`config.mk`:
```
export PLATFORM = sky130hd
export DESIGN_NAME = miss_fsm_flat
export DESIGN_NICKNAME = d
export VERILOG_FILES = /design/src/verilog/cache_pkg.sv /design/src/verilog/way_if.sv /design/src/verilog/miss_fsm.sv /design/src/flat_wrapper.sv
export SDC_FILE = /design/constraint.sdc
export NUM_CORES = 1
export LEC_CHECK = 0
export ABC_CLOCK_PERIOD_IN_PS = 3850
export BUFFER_PORTS_ARGS = -buffer_cell sky130_fd_sc_hd__buf_4
export CORE_AREA = 2 2 76 96
export CTS_CLUSTER_SIZE = 24
export DETAILED_ROUTE_END_ITERATION = 6
export DIE_AREA = 0 0 78 98
export PLACE_DENSITY_LB_ADDON = 0.12
export REMOVE_ABC_BUFFERS = 1
export SYNTH_ARGS = -nofsm -noshare
export SYNTH_HDL_FRONTEND = slang
export SYNTH_SLANG_ARGS = --single-unit
export TNS_END_PERCENT = 10
```
`constraint.sdc`:
```
create_clock -name clk -period 3.85 [get_ports clk]
set_clock_uncertainty 0.15 [all_clocks]
set_input_delay 0 -clock clk [delete_from_list [all_inputs] [get_ports clk]]
set_output_delay 0 -clock clk [all_outputs]
set_load 0.01 [all_outputs]
```
`src/verilog/cache_pkg.sv`:
```
package cache_pkg;

  // Sizes
  localparam int word_bits       = 32;  // CPU word width
  localparam int words_per_block = 4;
  localparam int offset_bits     = 2;   // Word select inside a block
  localparam int sets            = 16;
  localparam int index_bits      = 4;   // log2 of sets
  localparam int ways            = 4;
  localparam int age_bits        = 2;   // Enough to rank four ways
  localparam int byte_bits       = 2;   // Byte lanes below the word offset
  localparam int tag_bits        = word_bits - index_bits - offset_bits - byte_bits;
  localparam int block_bits      = word_bits * words_per_block;

  // Field positions in a CPU byte address
  localparam int offset_lsb = byte_bits;
  localparam int index_lsb  = byte_bits + offset_bits;  // Also the block alignment
  localparam int tag_lsb    = index_lsb + index_bits;

  typedef logic [word_bits-1:0]   word_t;
  typedef logic [block_bits-1:0]  block_t;   // Word 0 sits in the low bits
  typedef logic [tag_bits-1:0]    tag_t;
  typedef logic [index_bits-1:0]  index_t;
  typedef logic [offset_bits-1:0] offset_t;
  typedef logic [age_bits-1:0]    age_t;
  typedef logic [ways-1:0]        way_mask_t;  // One bit per way

  localparam age_t max_age = '1;  // Oldest way in a full set

  // One cache line as stored per way
  typedef struct packed {
    logic   valid;
    logic   dirty;
    age_t   age;
    tag_t   tag;
    block_t data;
  } line_t;

  // Read or write, for CPU and memory requests alike
  typedef enum logic {
    op_read  = 1'b0,
    op_write = 1'b1
  } op_e;

  // Controller states
  typedef enum logic [2:0] {
    st_idle,
    st_lookup,
    st_evict,
    st_fill,
    st_update
  } state_e;

endpackage

```
`src/verilog/way_if.sv`:
```
`timescale 1ns/1ns

// Links the way storage, the lookup logic and the controller
interface way_if (
  input logic clk
);

  // From the controller
  logic                 rd_en;    // Register the indexed set next edge
  cache_pkg::index_t    index;    // Set for both read and write
  logic                 wr_en;    // Commit wr_line and new_age
  cache_pkg::way_mask_t wr_way;   // Way that takes wr_line

  // From the lookup
  cache_pkg::line_t                      wr_line;
  cache_pkg::age_t [cache_pkg::ways-1:0] new_age;  // Ages for every way of the set

  // From the array, registered candidates
  cache_pkg::line_t [cache_pkg::ways-1:0] lines;

  modport array (
    input  rd_en, index, wr_en, wr_way, wr_line, new_age,
    output lines
  );

  modport lookup (
    input  clk, lines,
    output wr_line, new_age
  );

  modport ctrl (
    output rd_en, index, wr_en, wr_way
  );

endinterface

```
`src/verilog/miss_fsm.sv`:
```
`timescale 1ns/1ns

module miss_fsm (
  input  logic                  clk,
  input  logic                  rst_n,
  way_if.ctrl                   way,
  // CPU request side
  input  logic                  cpu_req_enable,
  input  logic                  cpu_req_rw,
  input  cache_pkg::word_t      cpu_req_addr,
  input  cache_pkg::word_t      cpu_req_data,
  output logic                  cpu_req_ready,
  output logic                  cpu_res_ready,
  // Registered request towards the lookup
  output cache_pkg::tag_t       req_tag,
  output cache_pkg::offset_t    req_offset,
  output cache_pkg::op_e        req_rw,
  output cache_pkg::word_t      req_data,
  // Lookup results
  input  logic                  hit,
  input  cache_pkg::way_mask_t  hit_way,
  input  cache_pkg::way_mask_t  victim_way,
  input  logic                  victim_dirty,
  input  cache_pkg::tag_t       victim_tag,
  // Memory request side
  output logic                  mem_req_enable,
  output cache_pkg::op_e        mem_req_rw,
  output cache_pkg::word_t      mem_req_addr,
  input  logic                  mem_req_ready
);

  cache_pkg::state_e state, next_state;
  cache_pkg::index_t req_index;
  logic              cand_valid;  // Candidates hold the request set

  // Request register, loaded on accept
  always_ff @(posedge clk) begin
    if (cpu_req_enable && cpu_req_ready) begin
      req_tag    <= cpu_req_addr[cache_pkg::tag_lsb +: cache_pkg::tag_bits];
      req_index  <= cpu_req_addr[cache_pkg::index_lsb +: cache_pkg::index_bits];
      req_offset <= cpu_req_addr[cache_pkg::offset_lsb +: cache_pkg::offset_bits];
      req_rw     <= cache_pkg::op_e'(cpu_req_rw);
      req_data   <= cpu_req_data;
    end
  end

  always_ff @(posedge clk or negedge rst_n) begin
    if (!rst_n) begin
      state      <= cache_pkg::st_idle;
      cand_valid <= 1'b0;
    end else begin
      state      <= next_state;
      cand_valid <= way.rd_en;  // Array registers the set on the same edge
    end
  end

  always_comb begin
    next_state = state;
    case (state)
      cache_pkg::st_idle: begin
        if (cpu_req_enable) next_state = cache_pkg::st_lookup;
      end
      cache_pkg::st_lookup: begin
        if (cand_valid) begin  // Decide on registered candidates only
          if (hit) begin
            next_state = cache_pkg::st_update;
          end else if (victim_dirty) begin
            next_state = cache_pkg::st_evict;
          end else begin
            next_state = cache_pkg::st_fill;
          end
        end
      end
      cache_pkg::st_evict: begin
        if (mem_req_ready) next_state = cache_pkg::st_fill;  // Write-back done
      end
      cache_pkg::st_fill: begin
        if (mem_req_ready) next_state = cache_pkg::st_update;
      end
      cache_pkg::st_update: next_state = cache_pkg::st_idle;  // After the response pulse
      default: next_state = cache_pkg::st_idle;
    endcase
  end

  // CPU handshake
  assign cpu_req_ready = (state == cache_pkg::st_idle);
  assign cpu_res_ready = (state == cache_pkg::st_update);

  // Array control
  assign way.index  = req_index;
  assign way.rd_en  = (state == cache_pkg::st_lookup) && !cand_valid;
  assign way.wr_en  = ((state == cache_pkg::st_lookup) && cand_valid && hit) ||
                      ((state == cache_pkg::st_fill) && mem_req_ready);  // Fill data present
  assign way.wr_way = (state == cache_pkg::st_fill) ? victim_way : hit_way;

  // Memory request, held steady by the frozen candidates
  assign mem_req_enable = (state == cache_pkg::st_evict) || (state == cache_pkg::st_fill);
  assign mem_req_rw     = (state == cache_pkg::st_evict) ? cache_pkg::op_write
                                                         : cache_pkg::op_read;
  assign mem_req_addr   = {((state == cache_pkg::st_evict) ? victim_tag : req_tag),
                           req_index, {cache_pkg::index_lsb{1'b0}}};  // Block aligned

  // Memory sees a stable request until it answers
  mem_req_hold_a: assert property (
    @(posedge clk) disable iff (!rst_n)
    mem_req_enable && !mem_req_ready |=>
      mem_req_enable && $stable(mem_req_addr) && $stable(mem_req_rw)
  );

endmodule

```
`src/flat_wrapper.sv`:
```
// flat-port wrapper written by rule: the top's interface ports become plain ports
module miss_fsm_flat 
  (clk, rst_n, cpu_req_enable, cpu_req_rw, cpu_req_addr, cpu_req_data, cpu_req_ready, cpu_res_ready, req_tag, req_offset, req_rw, req_data, hit, hit_way, victim_way, victim_dirty, victim_tag, mem_req_enable, mem_req_rw, mem_req_addr, mem_req_ready, way_rd_en, way_index, way_wr_en, way_wr_way);
  way_if way_i (.clk(clk));
  input  logic clk;
  input  logic rst_n;
  input  logic cpu_req_enable;
  input  logic cpu_req_rw;
  input  cache_pkg::word_t cpu_req_addr;
  input  cache_pkg::word_t cpu_req_data;
  output logic cpu_req_ready;
  output logic cpu_res_ready;
  output cache_pkg::tag_t req_tag;
  output cache_pkg::offset_t req_offset;
  output cache_pkg::op_e req_rw;
  output cache_pkg::word_t req_data;
  input  logic hit;
  input  cache_pkg::way_mask_t hit_way;
  input  cache_pkg::way_mask_t victim_way;
  input  logic victim_dirty;
  input  cache_pkg::tag_t victim_tag;
  output logic mem_req_enable;
  output cache_pkg::op_e mem_req_rw;
  output cache_pkg::word_t mem_req_addr;
  input  logic mem_req_ready;
  output wire logic [$bits(way_i.rd_en)-1:0] way_rd_en;
  output wire logic [$bits(way_i.index)-1:0] way_index;
  output wire logic [$bits(way_i.wr_en)-1:0] way_wr_en;
  output wire logic [$bits(way_i.wr_way)-1:0] way_wr_way;
  assign way_rd_en = way_i.rd_en;
  assign way_index = way_i.index;
  assign way_wr_en = way_i.wr_en;
  assign way_wr_way = way_i.wr_way;
  miss_fsm u_core (.clk(clk), .rst_n(rst_n), .way(way_i), .cpu_req_enable(cpu_req_enable), .cpu_req_rw(cpu_req_rw), .cpu_req_addr(cpu_req_addr), .cpu_req_data(cpu_req_data), .cpu_req_ready(cpu_req_ready), .cpu_res_ready(cpu_res_ready), .req_tag(req_tag), .req_offset(req_offset), .req_rw(req_rw), .req_data(req_data), .hit(hit), .hit_way(hit_way), .victim_way(victim_way), .victim_dirty(victim_dirty), .victim_tag(victim_tag), .mem_req_enable(mem_req_enable), .mem_req_rw(mem_req_rw), .mem_req_addr(mem_req_addr), .mem_req_ready(mem_req_ready));
endmodule
```
# Word level (Yosys, flattened, before mapping)
# Cells that the tools add are included.
classes:
  eq_ne: 8
  mux: 10
  reduce_logical: 10
ops:
  columns: ["cell", "n"]
  rows:
  - ["24-bit 2-to-1 mux", 1]
  - ["3-bit 2-to-1 mux", 5]
  - ["3-bit case mux with 4 select lines", 1]
  - ["3-bit by 2-bit == test with 1-bit output (second input constant)", 2]
  - ["2-bit != test (second input constant)", 3]
  - ["1-bit logical AND", 5]
  - ["4-bit 2-to-1 mux", 1]
  - ["4-bit AND reduction", 1]
  - ["3-bit by 1-bit == test with 1-bit output (second input constant)", 1]
  - ["3-bit == test (second input constant)", 1]
  - ["3-bit logical NOT", 1]
  - ["1-bit logical OR", 2]
  - ["1-bit 2-to-1 mux", 2]
  - ["2-bit by 1-bit != test with 1-bit output (second input constant)", 1]
  - ["1-bit logical NOT", 1]
totals:
  reg_bits: 67
  wordCells: 35
  out_inout_bits: 105
  input_bits: 103

# Logic depth before layout (Yosys ltp)
depth:
  depth_word: 4
  depth_mapped: 4
  depth_no_buf: 2

# Worst setup path after synthesis
# Ideal clock, no wire load.
synth_timing:
  kind: "register to register"
  from: "register u_core.state[1]"
  to: "register u_core.req_data[0] (enable)"
  path_stages_with_launch: 4
  n_path_buf: 1
  path_slack_ns: 0.805
  arrival_time_ns: 2.468
  setup_time_ns: 0.427
  cell_sequence: "dfrtp_1 -> clkbuf_1 -> nor3_1 -> and2_1"
synth_between:
  elab_chain_cells: 2
synth_rtl:
  columns: ["element", "line_no", "source"]
  rows:
  - ["start, declared", "miss_fsm.sv:32", "cache_pkg::state_e state, next_state;"]
  - ["start signal, assigned", "miss_fsm.sv:49", "state <= cache_pkg::st_idle;"]
  - ["start signal, assigned", "miss_fsm.sv:52", "state <= next_state;"]
  - ["3-bit logical NOT", "miss_fsm.sv:86", "assign cpu_req_ready = (state == cache_pkg::st_idle);"]
  - ["via cpu_req_ready", "flat_wrapper.sv:11", "output logic cpu_req_ready;"]
  - ["1-bit logical AND", "miss_fsm.sv:38", "if (cpu_req_enable && cpu_req_ready) begin"]
  - ["end signal, assigned", "miss_fsm.sv:43", "req_data <= cpu_req_data;"]
  - ["end, declared", "miss_fsm.sv:18", "output cache_pkg::word_t req_data,"]
# The timed path passes the listed nets, and every way through them passes these cells.
# A chain may end at the register's enable or synchronous reset.

# Worst setup path in the final report
layout_timing:
  from: "register u_core.state[0]"
  to: "register u_core.req_data[26] (enable)"
layout_between:
  elab_chain_cells: 2
layout_rtl:
  columns: ["element", "line_no"]
  rows:
  - ["3-bit logical NOT", "miss_fsm.sv:86"]
  - ["1-bit logical AND", "miss_fsm.sv:38"]
# Every way passes these cells.

==> results.toml <==
[logic_synthesis]
synth.mux.area_fraction_pct = 12.3
synth_top_area_cell = "edfxtp_1"
ys_async_sr_fraction_pct = 5.97
yosys.area_share.simple_pct = 3.62
netlist_top_cells_area = "edfxtp_1 (74%), mux2_2 (8.4%), mux2_1 (4.0%)"
ys_warn_count = 0
synth-seq-area-share_pct = 77.9
synth.most_common_cell = "edfxtp_1"
synth_compound_area_share_pct = 1.62
syn_avg_cell_area_um2 = 19.8
syn_inst = 129
synth_flop_cell = "edfxtp_1"
synth_commonest_cells = "edfxtp_1 (63), mux2_2 (19), mux2_1 (9), buf_4 (8), dfrtp_1 (4)"
synth_seq_cells = 67
synthXorXnorAreaFrac_pct = 0.343
synth_top_family_by_area = "multiplexers"
synthAdderAreaFrac_pct = 0
syn-cell-area_mm2 = 0.00256
synth_edf_count = 63
synth_cell_types = 26
synth_top_area_share_pct = 74.0

[layout]
drive_gt1_share_pct = 58.9
diodes = 0
finish.utilization_pct = 73.9
final_nets = 507
final_cells = 499
synthToLayoutAreaGrowth_pct = 96.7

[placed_design]
place_inst = 413
gp_congestion = 0.767
port_buffers = 201
place_hpwl_um = 4920

[timing]
slew-limit-headroom_pct = 48.7
rsz0062_at_grt = "no"
max_slew.worst_pin.slew_ns = 0.770
setup_viol = 0
period_minus_slack_ns = 2.38
period_share_pct = 61.9
finalSetupTns_ns = 0
drv_slew = 0
hold_violations = 0
fmax_mhz = 419
hold-worst-slack_ns = 0.149

[drt]
vias_per_cell = 4.40
drc = 0
wirelength_um = 7530
firstDrtPassIters = 4
wl_per_cell_um = 15.1
drt_iter0_markers = 62
via_count = 2197
drt.antenna.violating_nets = 0

[power]
irDropWorstVdd_mv = 0.335
finalPower_mw = 2.67
power.leakage_nw = 2.18
power.density_mw_per_mm2 = 531

[grt]
antenna_found_initial = 0
top_usage_layer = "met2"
use_met1_pct = 17.6
track_usage_pct = 19.3
grt_pass1_wl_um = 11200
grt_pass1_vias = 2320
overflow = 0
grt_max_degree = 34
use_met3_pct = 8.60
met2_usage_pct = 36.1

[clock_network]
cts_setup_buffers = 0
path_clk_slew_ns = 0.07
root_buffer = "clkbuf_8"
cts.sinks = 67
cts_tree = "done"
cts_buffer_depth = 2
clk_latency_ns = 0.32
htree_num_levels = 3
cts_buffers = 9

[floorplanning]
io_pins = 208
die_y_um = 98
coreArea_mm2 = 0.00681
start_util_pct = 37.6
die_area_mm2 = 0.00764
die_x_um = 78
row_count = 34

[worst_hold_path]
worstHoldPathType = "input port to output pin"

[job]
maxCapViolations = 0

[run_status]
status = "complete, no violations"

[worst_setup_path]
path_class = "flip-flop to flip-flop"
critPathMaxFanout = 33
cp.arrival_ns = 2.24
cp-end-kind = "flip-flop"
cp.required_ns = 3.70
worstSetupStartpointType = "flip-flop"
ff2ff_setup_slack_ns = 1.47
==> state kept, by name, summed over array words and instances (netlist names) <==
name / flops
u_core.req_tag: 24
u_core.state: 3
u_core.cand_valid: 1
u_core.req_rw: 1
u_core.way.index: 4
u_core.req_data: 32
u_core.req_offset: 2
==> report_power, final <==
part	switching (mW)	leakage (nW)	internal, mW
sequential	0.0852	0.633	0.989
combinational	0.431	1.44	0.544
clock	0.257	0.103	0.362
total	0.773	2.18	1.89
==> worst paths after layout <==
| check | end | cells past startpoint | from |
|---|---|---|---|
| max | u_core.req_data[26] | 3 | u_core.state[0] |
| max in group asynchronous | u_core.state[0] | 3 | rst_n |
| min in group asynchronous | u_core.cand_valid | 3 | rst_n |
| min reg2reg | u_core.cand_valid | 1 | u_core.cand_valid |
| max reg2reg | u_core.req_data[26] | 3 | u_core.state[0] |
| min | mem_req_addr[27] | 3 | victim_tag[19] |
==> worst max-delay path: stages, from the launching register on <==
cell and delay, ns:
dfrtp_1 0.50, nor3_1 0.27, and2_2 0.70, buf_4 0.43
==> per-layer routing <==
metal  vias to the layer above  share of wire, %
met5                         -                 0
li1                       1034                 -
met2                       135                55
met3                        11                12
met4                         0               1.8
met1                      1017                31
==> through the flow <==
step | instance area (um^2) | worst slack, ns
after floorplan | 2460 | 0.870
after global placement | 4110 | 1.50
after detailed placement | 4110 | 1.45
after CTS | 5030 | 1.44
after global routing | 5030 | 1.28
final | 5030 | 1.47
==> cells in the final DEF, fill, tap and decap left out, types with 2 or more instances in the layout <==
cell type	Yosys	final
a21oi_1	2	2
buf_4	8	204
bufinv_16	0	2
clkbuf_8	0	9
clkinvlp_4	0	2
conb_1	1	4
dfrtp_1	4	4
dlygate4sd3_1	0	70
edfxtp_1	63	63
mux2_1	9	9
mux2_2	19	19
nand3b_1	2	2
nor3_1	2	2
==> kinds of logic after synthesis <==
family / after synthesis
flip-flops: 67
other: 1
XOR/XNOR: 1
AO/OA/AOI/OAI: 6
AND/OR/NAND/NOR: 13
multiplexers: 28
buffers and inverters: 13
==> cell type report <==
class	count	area [um^2]
flip-flops and latches	67	1990
clock buffers	9	124
clock inverters	7	92.6
multi-input cells	52	474
repair buffers	274	2230
fillers	438	1780
well taps	90	113
==> repair_timing <==
item                                   in CTS  in global routing
resized for setup                           0                  0
endpoints found under the hold margin      70                  0
hold buffers                               70                  0
(Power assumes the default switching activity.)
