--- src/verilog/cache_pkg.sv ---
package cache_pkg;

  // Sizes
  localparam int word_bits       = 32;  // CPU word width
  localparam int words_per_block = 4;
  localparam int offset_bits     = 2;   // Word select inside a block
  localparam int sets            = 16;
  localparam int index_bits      = 4;   // log2 of sets
  localparam int ways            = 4;
  localparam int age_bits        = 2;   // Enough to rank four ways
  localparam int byte_bits       = 2;   // Byte lanes below the word offset
  localparam int tag_bits        = word_bits - index_bits - offset_bits - byte_bits;
  localparam int block_bits      = word_bits * words_per_block;

  // Field positions in a CPU byte address
  localparam int offset_lsb = byte_bits;
  localparam int index_lsb  = byte_bits + offset_bits;  // Also the block alignment
  localparam int tag_lsb    = index_lsb + index_bits;

  typedef logic [word_bits-1:0]   word_t;
  typedef logic [block_bits-1:0]  block_t;   // Word 0 sits in the low bits
  typedef logic [tag_bits-1:0]    tag_t;
  typedef logic [index_bits-1:0]  index_t;
  typedef logic [offset_bits-1:0] offset_t;
  typedef logic [age_bits-1:0]    age_t;
  typedef logic [ways-1:0]        way_mask_t;  // One bit per way

  localparam age_t max_age = '1;  // Oldest way in a full set

  // One cache line as stored per way
  typedef struct packed {
    logic   valid;
    logic   dirty;
    age_t   age;
    tag_t   tag;
    block_t data;
  } line_t;

  // Read or write, for CPU and memory requests alike
  typedef enum logic {
    op_read  = 1'b0,
    op_write = 1'b1
  } op_e;

  // Controller states
  typedef enum logic [2:0] {
    st_idle,
    st_lookup,
    st_evict,
    st_fill,
    st_update
  } state_e;

endpackage

--- src/verilog/way_if.sv ---
`timescale 1ns/1ns

// Links the way storage, the lookup logic and the controller
interface way_if (
  input logic clk
);

  // From the controller
  logic                 rd_en;    // Register the indexed set next edge
  cache_pkg::index_t    index;    // Set for both read and write
  logic                 wr_en;    // Commit wr_line and new_age
  cache_pkg::way_mask_t wr_way;   // Way that takes wr_line

  // From the lookup
  cache_pkg::line_t                      wr_line;
  cache_pkg::age_t [cache_pkg::ways-1:0] new_age;  // Ages for every way of the set

  // From the array, registered candidates
  cache_pkg::line_t [cache_pkg::ways-1:0] lines;

  modport array (
    input  rd_en, index, wr_en, wr_way, wr_line, new_age,
    output lines
  );

  modport lookup (
    input  clk, lines,
    output wr_line, new_age
  );

  modport ctrl (
    output rd_en, index, wr_en, wr_way
  );

endinterface

--- src/verilog/way_lookup.sv ---
`timescale 1ns/1ns

module way_lookup (
  way_if.lookup                 way,
  input  cache_pkg::tag_t       tag,
  input  cache_pkg::offset_t    offset,
  input  cache_pkg::op_e        rw,
  input  cache_pkg::word_t      wr_data,
  input  cache_pkg::block_t     fill_block,
  output logic                  hit,
  output cache_pkg::way_mask_t  hit_way,
  output cache_pkg::way_mask_t  victim_way,
  output logic                  victim_dirty,
  output cache_pkg::tag_t       victim_tag,
  output cache_pkg::block_t     victim_block,
  output cache_pkg::word_t      rd_word
);

  cache_pkg::line_t hit_line;     // Matching candidate or zero on a miss
  cache_pkg::line_t victim_line;
  cache_pkg::line_t base_line;    // Hit line or the fresh fill
  cache_pkg::line_t merged_line;
  int               victim_idx;
  logic             found_free;   // Some way is still invalid

  // Tag compare across the four registered candidates
  always_comb begin
    hit_line = '0;
    for (int w = 0; w < cache_pkg::ways; w++) begin
      hit_way[w] = way.lines[w].valid && (way.lines[w].tag == tag);
      if (hit_way[w]) begin
        hit_line = way.lines[w];
      end
    end
  end

  assign hit = |hit_way;

  // Victim is the first free way or else the oldest
  always_comb begin
    victim_idx = 0;
    found_free = 1'b0;
    for (int w = 0; w < cache_pkg::ways; w++) begin
      if (!way.lines[w].valid && !found_free) begin
        victim_idx = w;
        found_free = 1'b1;
      end
    end
    if (!found_free) begin
      for (int w = 1; w < cache_pkg::ways; w++) begin
        if (way.lines[w].age > way.lines[victim_idx].age) victim_idx = w;  // Reaches max_age
      end
    end
    victim_way             = '0;
    victim_way[victim_idx] = 1'b1;
  end

  assign victim_line  = way.lines[victim_idx];
  assign victim_dirty = victim_line.valid && victim_line.dirty;  // Needs write-back
  assign victim_tag   = victim_line.tag;
  assign victim_block = victim_line.data;

  // Merge the write word into the base block
  always_comb begin
    if (hit) begin
      base_line = hit_line;
    end else begin
      base_line = '{valid: 1'b1, dirty: 1'b0, age: '0, tag: tag, data: fill_block};
    end
    merged_line     = base_line;  // Read hit keeps its dirty bit
    merged_line.age = '0;         // Ages travel on new_age
    if (rw == cache_pkg::op_write) begin
      merged_line.data[offset*cache_pkg::word_bits +: cache_pkg::word_bits] = wr_data;
      merged_line.dirty = 1'b1;
    end
  end

  assign way.wr_line = merged_line;
  assign rd_word     = merged_line.data[offset*cache_pkg::word_bits +: cache_pkg::word_bits];

  // LRU ages for the whole set
  always_comb begin
    for (int w = 0; w < cache_pkg::ways; w++) begin
      way.new_age[w] = way.lines[w].age;  // Invalid ways untouched
      if (hit) begin
        if (hit_way[w]) begin
          way.new_age[w] = '0;
        end else if (way.lines[w].valid && (way.lines[w].age < hit_line.age)) begin
          way.new_age[w] = way.lines[w].age + 1'b1;  // Only ways younger than the hit
        end
      end else begin
        if (victim_way[w]) begin
          way.new_age[w] = '0;  // Filled way is newest
        end else if (way.lines[w].valid && (way.lines[w].age != cache_pkg::max_age)) begin
          way.new_age[w] = way.lines[w].age + 1'b1;  // Saturates
        end
      end
    end
  end

  // A set never holds the same tag twice
  hit_way_onehot0_a: assert property (@(posedge way.clk) $onehot0(hit_way));

endmodule

--- src/flat_wrapper.sv ---
// flat-port wrapper written by rule: the top's interface ports become plain ports
module way_lookup_flat 
  (tag, offset, rw, wr_data, fill_block, hit, hit_way, victim_way, victim_dirty, victim_tag, victim_block, rd_word, clk, way_lines, way_wr_line, way_new_age);
  way_if way_i (.clk(clk));
  input  cache_pkg::tag_t tag;
  input  cache_pkg::offset_t offset;
  input  cache_pkg::op_e rw;
  input  cache_pkg::word_t wr_data;
  input  cache_pkg::block_t fill_block;
  output logic hit;
  output cache_pkg::way_mask_t hit_way;
  output cache_pkg::way_mask_t victim_way;
  output logic victim_dirty;
  output cache_pkg::tag_t victim_tag;
  output cache_pkg::block_t victim_block;
  output cache_pkg::word_t rd_word;
  input wire logic clk;
  input wire logic [$bits(way_i.lines)-1:0] way_lines;
  output wire logic [$bits(way_i.wr_line)-1:0] way_wr_line;
  output wire logic [$bits(way_i.new_age)-1:0] way_new_age;
  assign way_i.lines = way_lines;
  assign way_wr_line = way_i.wr_line;
  assign way_new_age = way_i.new_age;
  way_lookup u_core (.way(way_i), .tag(tag), .offset(offset), .rw(rw), .wr_data(wr_data), .fill_block(fill_block), .hit(hit), .hit_way(hit_way), .victim_way(victim_way), .victim_dirty(victim_dirty), .victim_tag(victim_tag), .victim_block(victim_block), .rd_word(rd_word));
endmodule
--- config.mk ---
export PLATFORM = sky130hd
export DESIGN_NAME = way_lookup_flat
export DESIGN_NICKNAME = d
export VERILOG_FILES = /design/src/verilog/cache_pkg.sv /design/src/verilog/way_if.sv /design/src/verilog/way_lookup.sv /design/src/flat_wrapper.sv
export SDC_FILE = /design/constraint.sdc
export NUM_CORES = 1
export LEC_CHECK = 0
export ABC_CLOCK_PERIOD_IN_PS = 16500
export BUFFER_PORTS_ARGS = -buffer_cell sky130_fd_sc_hd__buf_4
export CAP_MARGIN = 0
export CORE_AREA = 2 2 460 462
export DETAILED_ROUTE_END_ITERATION = 10
export DIE_AREA = 0 0 462 464
export GPL_ROUTABILITY_DRIVEN = 0
export PLACE_DENSITY_LB_ADDON = 0.3
export REMOVE_ABC_BUFFERS = 1
export SYNTH_ARGS = -nofsm -noshare
export SYNTH_HDL_FRONTEND = slang
export SYNTH_SLANG_ARGS = --single-unit
--- constraint.sdc ---
create_clock -name vclk -period 16.5
set_input_delay 3.3 -clock vclk [all_inputs]
set_output_delay 3.3 -clock vclk [all_outputs]
set_load 0.02 [all_outputs]
### Word level (Yosys, flattened, before mapping)

Cells that the tools add are included.

* register bits after elaboration: 0
* bits of input ports: 812
* output and inout port bits: 358
* word-level logic and storage cells: 106

* add/sub/neg operators: 5
* magnitude comparators: 12
* equality and inequality tests: 8
* shift operators: 3
* muxes and demuxes: 55
* reductions and logical operators: 23

Operators with widths (number)
* binary-select mux 156 bit (select 2 bit): 4
* 2-to-1 mux 156 bit: 7
* 2-to-1 mux 154 bit: 6
* 2-to-1 mux 32 bit: 5
* bitwise mux 128 bit: 1
* 2-to-1 mux 128 bit: 1
* variable shift 32 x 34 -> 128 bit (first input constant): 1
* indexed part select 128 x 8 -> 32 bit: 1
* indexed part select 32 x 34 -> 128 bit: 1
* == test 24 bit: 4
* < comparator 32 x 4 -> 1 bit (second input constant): 3
* 2-to-1 mux 2 bit: 23
* negator 7 -> 34 bit: 1
* >= comparator 32 x 1 -> 1 bit (second input constant): 1
* logical AND 1 bit: 17
* adder 2 x 1 -> 2 bit (second input constant): 4
* < comparator 2 bit: 4
* inequality test 2 bit (second input constant): 4
* 2-to-1 mux 1 bit: 7
* > comparator 2 bit: 3
* logical NOT 1 bit: 5
* OR reduction 4 bit: 1
* < comparator 2 x 3 -> 1 bit (second input constant): 1
* demux 1 bit (select 2 bit): 1

### Depth between registers and ports, before layout

* word-level depth: 33
* gate-level depth with buffers: 33
* gate-level depth less buffers: 31

### Worst setup path before layout

OpenSTA, ideal clock, no wires.

* path type: input-to-output
* start: input way_lines[467]
* end: output victim_dirty
* data arrival time: 8.808 ns
* data required time: 13.200 ns
* slack: 4.392 ns
* stages: 28
* path buffers: 4
* cell sequence: clkbuf_1 inv_1 o21ai_0 nand2_1 mux2i_1 o21ai_0 inv_1 ha_1 nor2b_1 o21ai_0 nand2_1 nand2_1 nand3_1 o21ai_0 ha_1 nor2b_1 o21ai_0 o21a_1 o21ai_0 ha_1 nor2b_1 o21ai_0 a41o_1 clkbuf_1 clkbuf_1 clkbuf_1 nand2_1 a311oi_1

* word-level cells in the longest chain between the ends: 28
* elaborated cells on any way between the ends: 30
* those cells by class: order compare (3); mux (22); reduce/logical (5)

RTL lines
* start, declared: line flat_wrapper.sv:18 `input wire logic [$bits(way_i.lines)-1:0] way_lines;`
* logical NOT 1 bit: line way_lookup.sv:44 `if (!way.lines[w].valid && !found_free) begin`
* logical AND 1 bit: line way_lookup.sv:44
* 2-to-1 mux 1 bit: line way_lookup.sv:44
* logical NOT 1 bit: line way_lookup.sv:44
* logical AND 1 bit: line way_lookup.sv:44
* 2-to-1 mux 2 bit: line way_lookup.sv:44
* binary-select mux 156 bit (select 2 bit): line way_lookup.sv:51 `if (way.lines[w].age > way.lines[victim_idx].age) victim_idx = w;`
* 2-to-1 mux 154 bit (implied by the code) (2 in series): line way_lookup.sv:51
* [9 not listed]
* binary-select mux 156 bit (select 2 bit): line way_lookup.sv:51
* 2-to-1 mux 154 bit (implied by the code) (2 in series): line way_lookup.sv:51
* > comparator 2 bit: line way_lookup.sv:51
* 2-to-1 mux 32 bit: line way_lookup.sv:51
* 2-to-1 mux 32 bit: line way_lookup.sv:49 `if (!found_free) begin`
* binary-select mux 156 bit (select 2 bit) *: line way_lookup.sv:58 `assign victim_line = way.lines[victim_idx];`
* 2-to-1 mux 156 bit (implied by the code) * (2 in series): line way_lookup.sv:58
* logical AND 1 bit *: line way_lookup.sv:59 `assign victim_dirty = victim_line.valid && victim_line.dirty;`
* end, declared: line flat_wrapper.sv:13 `output logic victim_dirty;`

Every way passes the cells marked *; elsewhere a longest branch is shown, timed or not. The select of a mux whose other input is x is not followed.

### Worst setup path in the final report

* start: input way_lines[467]
* end: output victim_block[98]

* word-level cells in the longest chain between the ends: 27
* elaborated cells on any way between the ends: 29
* those cells by class: order compare (3); mux (22); reduce/logical (4)

RTL lines
* logical NOT 1 bit *: line way_lookup.sv:44
* logical AND 1 bit *: line way_lookup.sv:44
* 2-to-1 mux 1 bit: line way_lookup.sv:44
* logical NOT 1 bit: line way_lookup.sv:44
* logical AND 1 bit: line way_lookup.sv:44
* 2-to-1 mux 2 bit: line way_lookup.sv:44
* binary-select mux 156 bit (select 2 bit): line way_lookup.sv:51
* 2-to-1 mux 154 bit (implied by the code) (2 in series): line way_lookup.sv:51
* [8 not listed]
* 2-to-1 mux 32 bit: line way_lookup.sv:49
* binary-select mux 156 bit (select 2 bit): line way_lookup.sv:51
* 2-to-1 mux 154 bit (implied by the code) (2 in series): line way_lookup.sv:51
* > comparator 2 bit: line way_lookup.sv:51
* 2-to-1 mux 32 bit: line way_lookup.sv:51
* 2-to-1 mux 32 bit *: line way_lookup.sv:49
* binary-select mux 156 bit (select 2 bit) *: line way_lookup.sv:58
* 2-to-1 mux 156 bit (implied by the code) * (2 in series): line way_lookup.sv:58
* end, declared: line flat_wrapper.sv:15 `output cache_pkg::block_t victim_block;`

Marked as above.

==> results.sh <==
export IMPL_status="finished, final reports clean"
export IMPL_io_buffers=1166
export IMPL_comb_power_share=1.000
export IMPL_multi_input_area_mm2=0.0131
export IMPL_clkPwrFrac=0
export IMPL_rsz0062_at_grt="no"
export IMPL_num_rows=168
export IMPL_drt_total_wl_um=251000
export IMPL_fin_util=0.126
export IMPL_cp_arrival_ns=11.29
export IMPL_setup_ws_ns=1.91
export IMPL_finalNonFillerCells=6280
export IMPL_cp_top_family="compound AO/OA/AOI/OAI gates"
export IMPL_p_int_mw=0.378
export IMPL_yosysMostFrequentCell="nand2_1"
export IMPL_dp_cells=6182
export IMPL_finalCritPeriodShare=0.884
export IMPL_die_area_mm2=0.214
export IMPL_finalPower_mw=1.03
export IMPL_ys_warn_count=0
export IMPL_seq_area_frac_synth=0
export IMPL_cellLeakagePower_nw=11.6
export IMPL_crit_path_end_kind="output port"
export IMPL_finalNetCount=4210
export IMPL_drtIter0Drc=3413
export IMPL_place_area_mm2=0.0260
export IMPL_drive_gt1_frac=0.408
export IMPL_setup_viol_count_final=0
export IMPL_viasPerCell=4.35
export IMPL_dp_slack_ns=2.46
export IMPL_seq_area_um2=0
export IMPL_firstDrtPassIters=8
export IMPL_switching_share=0.634
export IMPL_overflow=0
export IMPL_ios=1170
export IMPL_syn_area_per_cell_um2=5.82
export IMPL_drv_slew=0
export IMPL_synth_area_leader_cell="nand2_1"
export IMPL_cp_slowest_cell="o22ai_4"
export IMPL_synth_top_cells_by_area="nand2_1, and3_1, o31ai_2"
export IMPL_hold_buffers=0
export IMPL_initial_core_util=0.0678
export IMPL_hold_violations=0
export IMPL_ir_worst_vdd_mv=0.0191
export IMPL_p_seq_frac=0
export IMPL_netlist_top_cells_count="nand2_1, and3_1, clkbuf_1"
export IMPL_seq_cells=0
export IMPL_antenna_found_initial=257
export IMPL_area_growth_pct=85.0
export IMPL_worstPathRequired_ns=13.20
export IMPL_finalInstanceArea_mm2=0.0263
export IMPL_path_common_cell="o21ai_0"
export IMPL_max_stage_delay_ns=0.84
export IMPL_postCtsSetupBuffers=0
export IMPL_grt_max_degree=99
export IMPL_track_usage=0.220
export IMPL_syn_area_mm2=0.0142
export IMPL_cp_max_fo=92
export IMPL_slew_headroom=0.179
export IMPL_finalSetupTns_ns=0
export IMPL_fp_dieW_um=462
export IMPL_hp_class="in2out"
export IMPL_routedWlPerCell_um=39.9
export IMPL_grt_pass1_vias=24900
export IMPL_synth_top_area_frac=0.174
export IMPL_tightest_slew_ns=1.22
export IMPL_max_freq_mhz=68.6
export IMPL_fillCellCount=24600
export IMPL_dieHeight_um=464
export IMPL_grt_pass1_wl_um=304000
export IMPL_drc=0
export IMPL_hold_slack_ns=6.89
export IMPL_synth_cell_types=61
export IMPL_clockBufferCount=0
export IMPL_via_count=27300
export IMPL_ant_nets=0
export IMPL_core_area_mm2=0.209
export IMPL_crit_buf_inv=6
export IMPL_hpwl_um=210000
export IMPL_postSynthCellCount=2438
export IMPL_critPathLaunchType="input pin"
export IMPL_switchingPower_mw=0.655
export IMPL_cts_repair_resized=0
export IMPL_cellPowerDensity_mw_per_mm2=39.4
export IMPL_drv_cap=0
export IMPL_fin_crit_ns=14.59
export IMPL_critical_path_class="in2out"
kinds of logic (layout without fill, tap and decap cells):
kind of cell | after synthesis | after routing | synth area share
xor gates and xnor gates | 97 | 97 | 0.0599
other | 2 | 101 | 0.000529
AOI/OAI and AO/OA | 667 | 667 | 0.383
buffers and inverters | 308 | 1246 | 0.0905
adders and majority gates | 19 | 19 | 0.0168
muxes | 4 | 4 | 0.00291
and+or+nand+nor | 1341 | 1341 | 0.446
power groups by stage:
stage               sequential (mW)    clock, mW  combinational [mW]
finish                            0  0.000000399                1.03
CTS                               0            0                1.03
global route                      0  0.000000306                1.07
floorplan                         0            0               0.434
global placement                  0            0                1.02
detailed placement                0            0                1.02
path summary, 6_finish.rpt:
check  slack [ns]                to            from  depth (start not counted)
max          1.91  victim_block[98]  way_lines[467]                         29
min          6.89  way_wr_line[151]         tag[23]                          2
per-layer routing:
layer / global-route usage / part of all wire / up-vias
met4: 0.0862 / 0.044 / 194
li1: - / - / 11000
met3: 0.126 / 0.14 / 506
met2: 0.343 / 0.44 / 2213
met5: 0 / 0.0055 / -
met1: 0.246 / 0.37 / 13500
cell usage in the layout, fill, tap and decap left out, drive strengths merged, types with 5 or more instances in the layout:
cell type / count
nand3: 14
o31ai: 127
diode: 98
xor2: 30
nand2: 659
and3: 280
ha: 19
a22o: 6
nor2b: 7
nor3: 10
a222oi: 14
a211oi: 126
o21ai: 19
a21oi: 24
nand4: 29
a31oi: 154
nand2b: 10
o22ai: 64
nor4: 20
and2: 116
nor2: 179
or4: 5
buf: 1228
inv: 18
a221oi: 109
xnor2: 67
area by class of cell:
| cell class | instances | share of cell area |
|---|---|---|
| multi-input combinational | 2131 | 0.498 |
| timing repair buffer | 1228 | 0.355 |
| antenna | 98 | 0.00934 |
| tap | 2805 | 0.134 |
| inverter | 18 | 0.00353 |
Power figures use the tool's default switching activity.
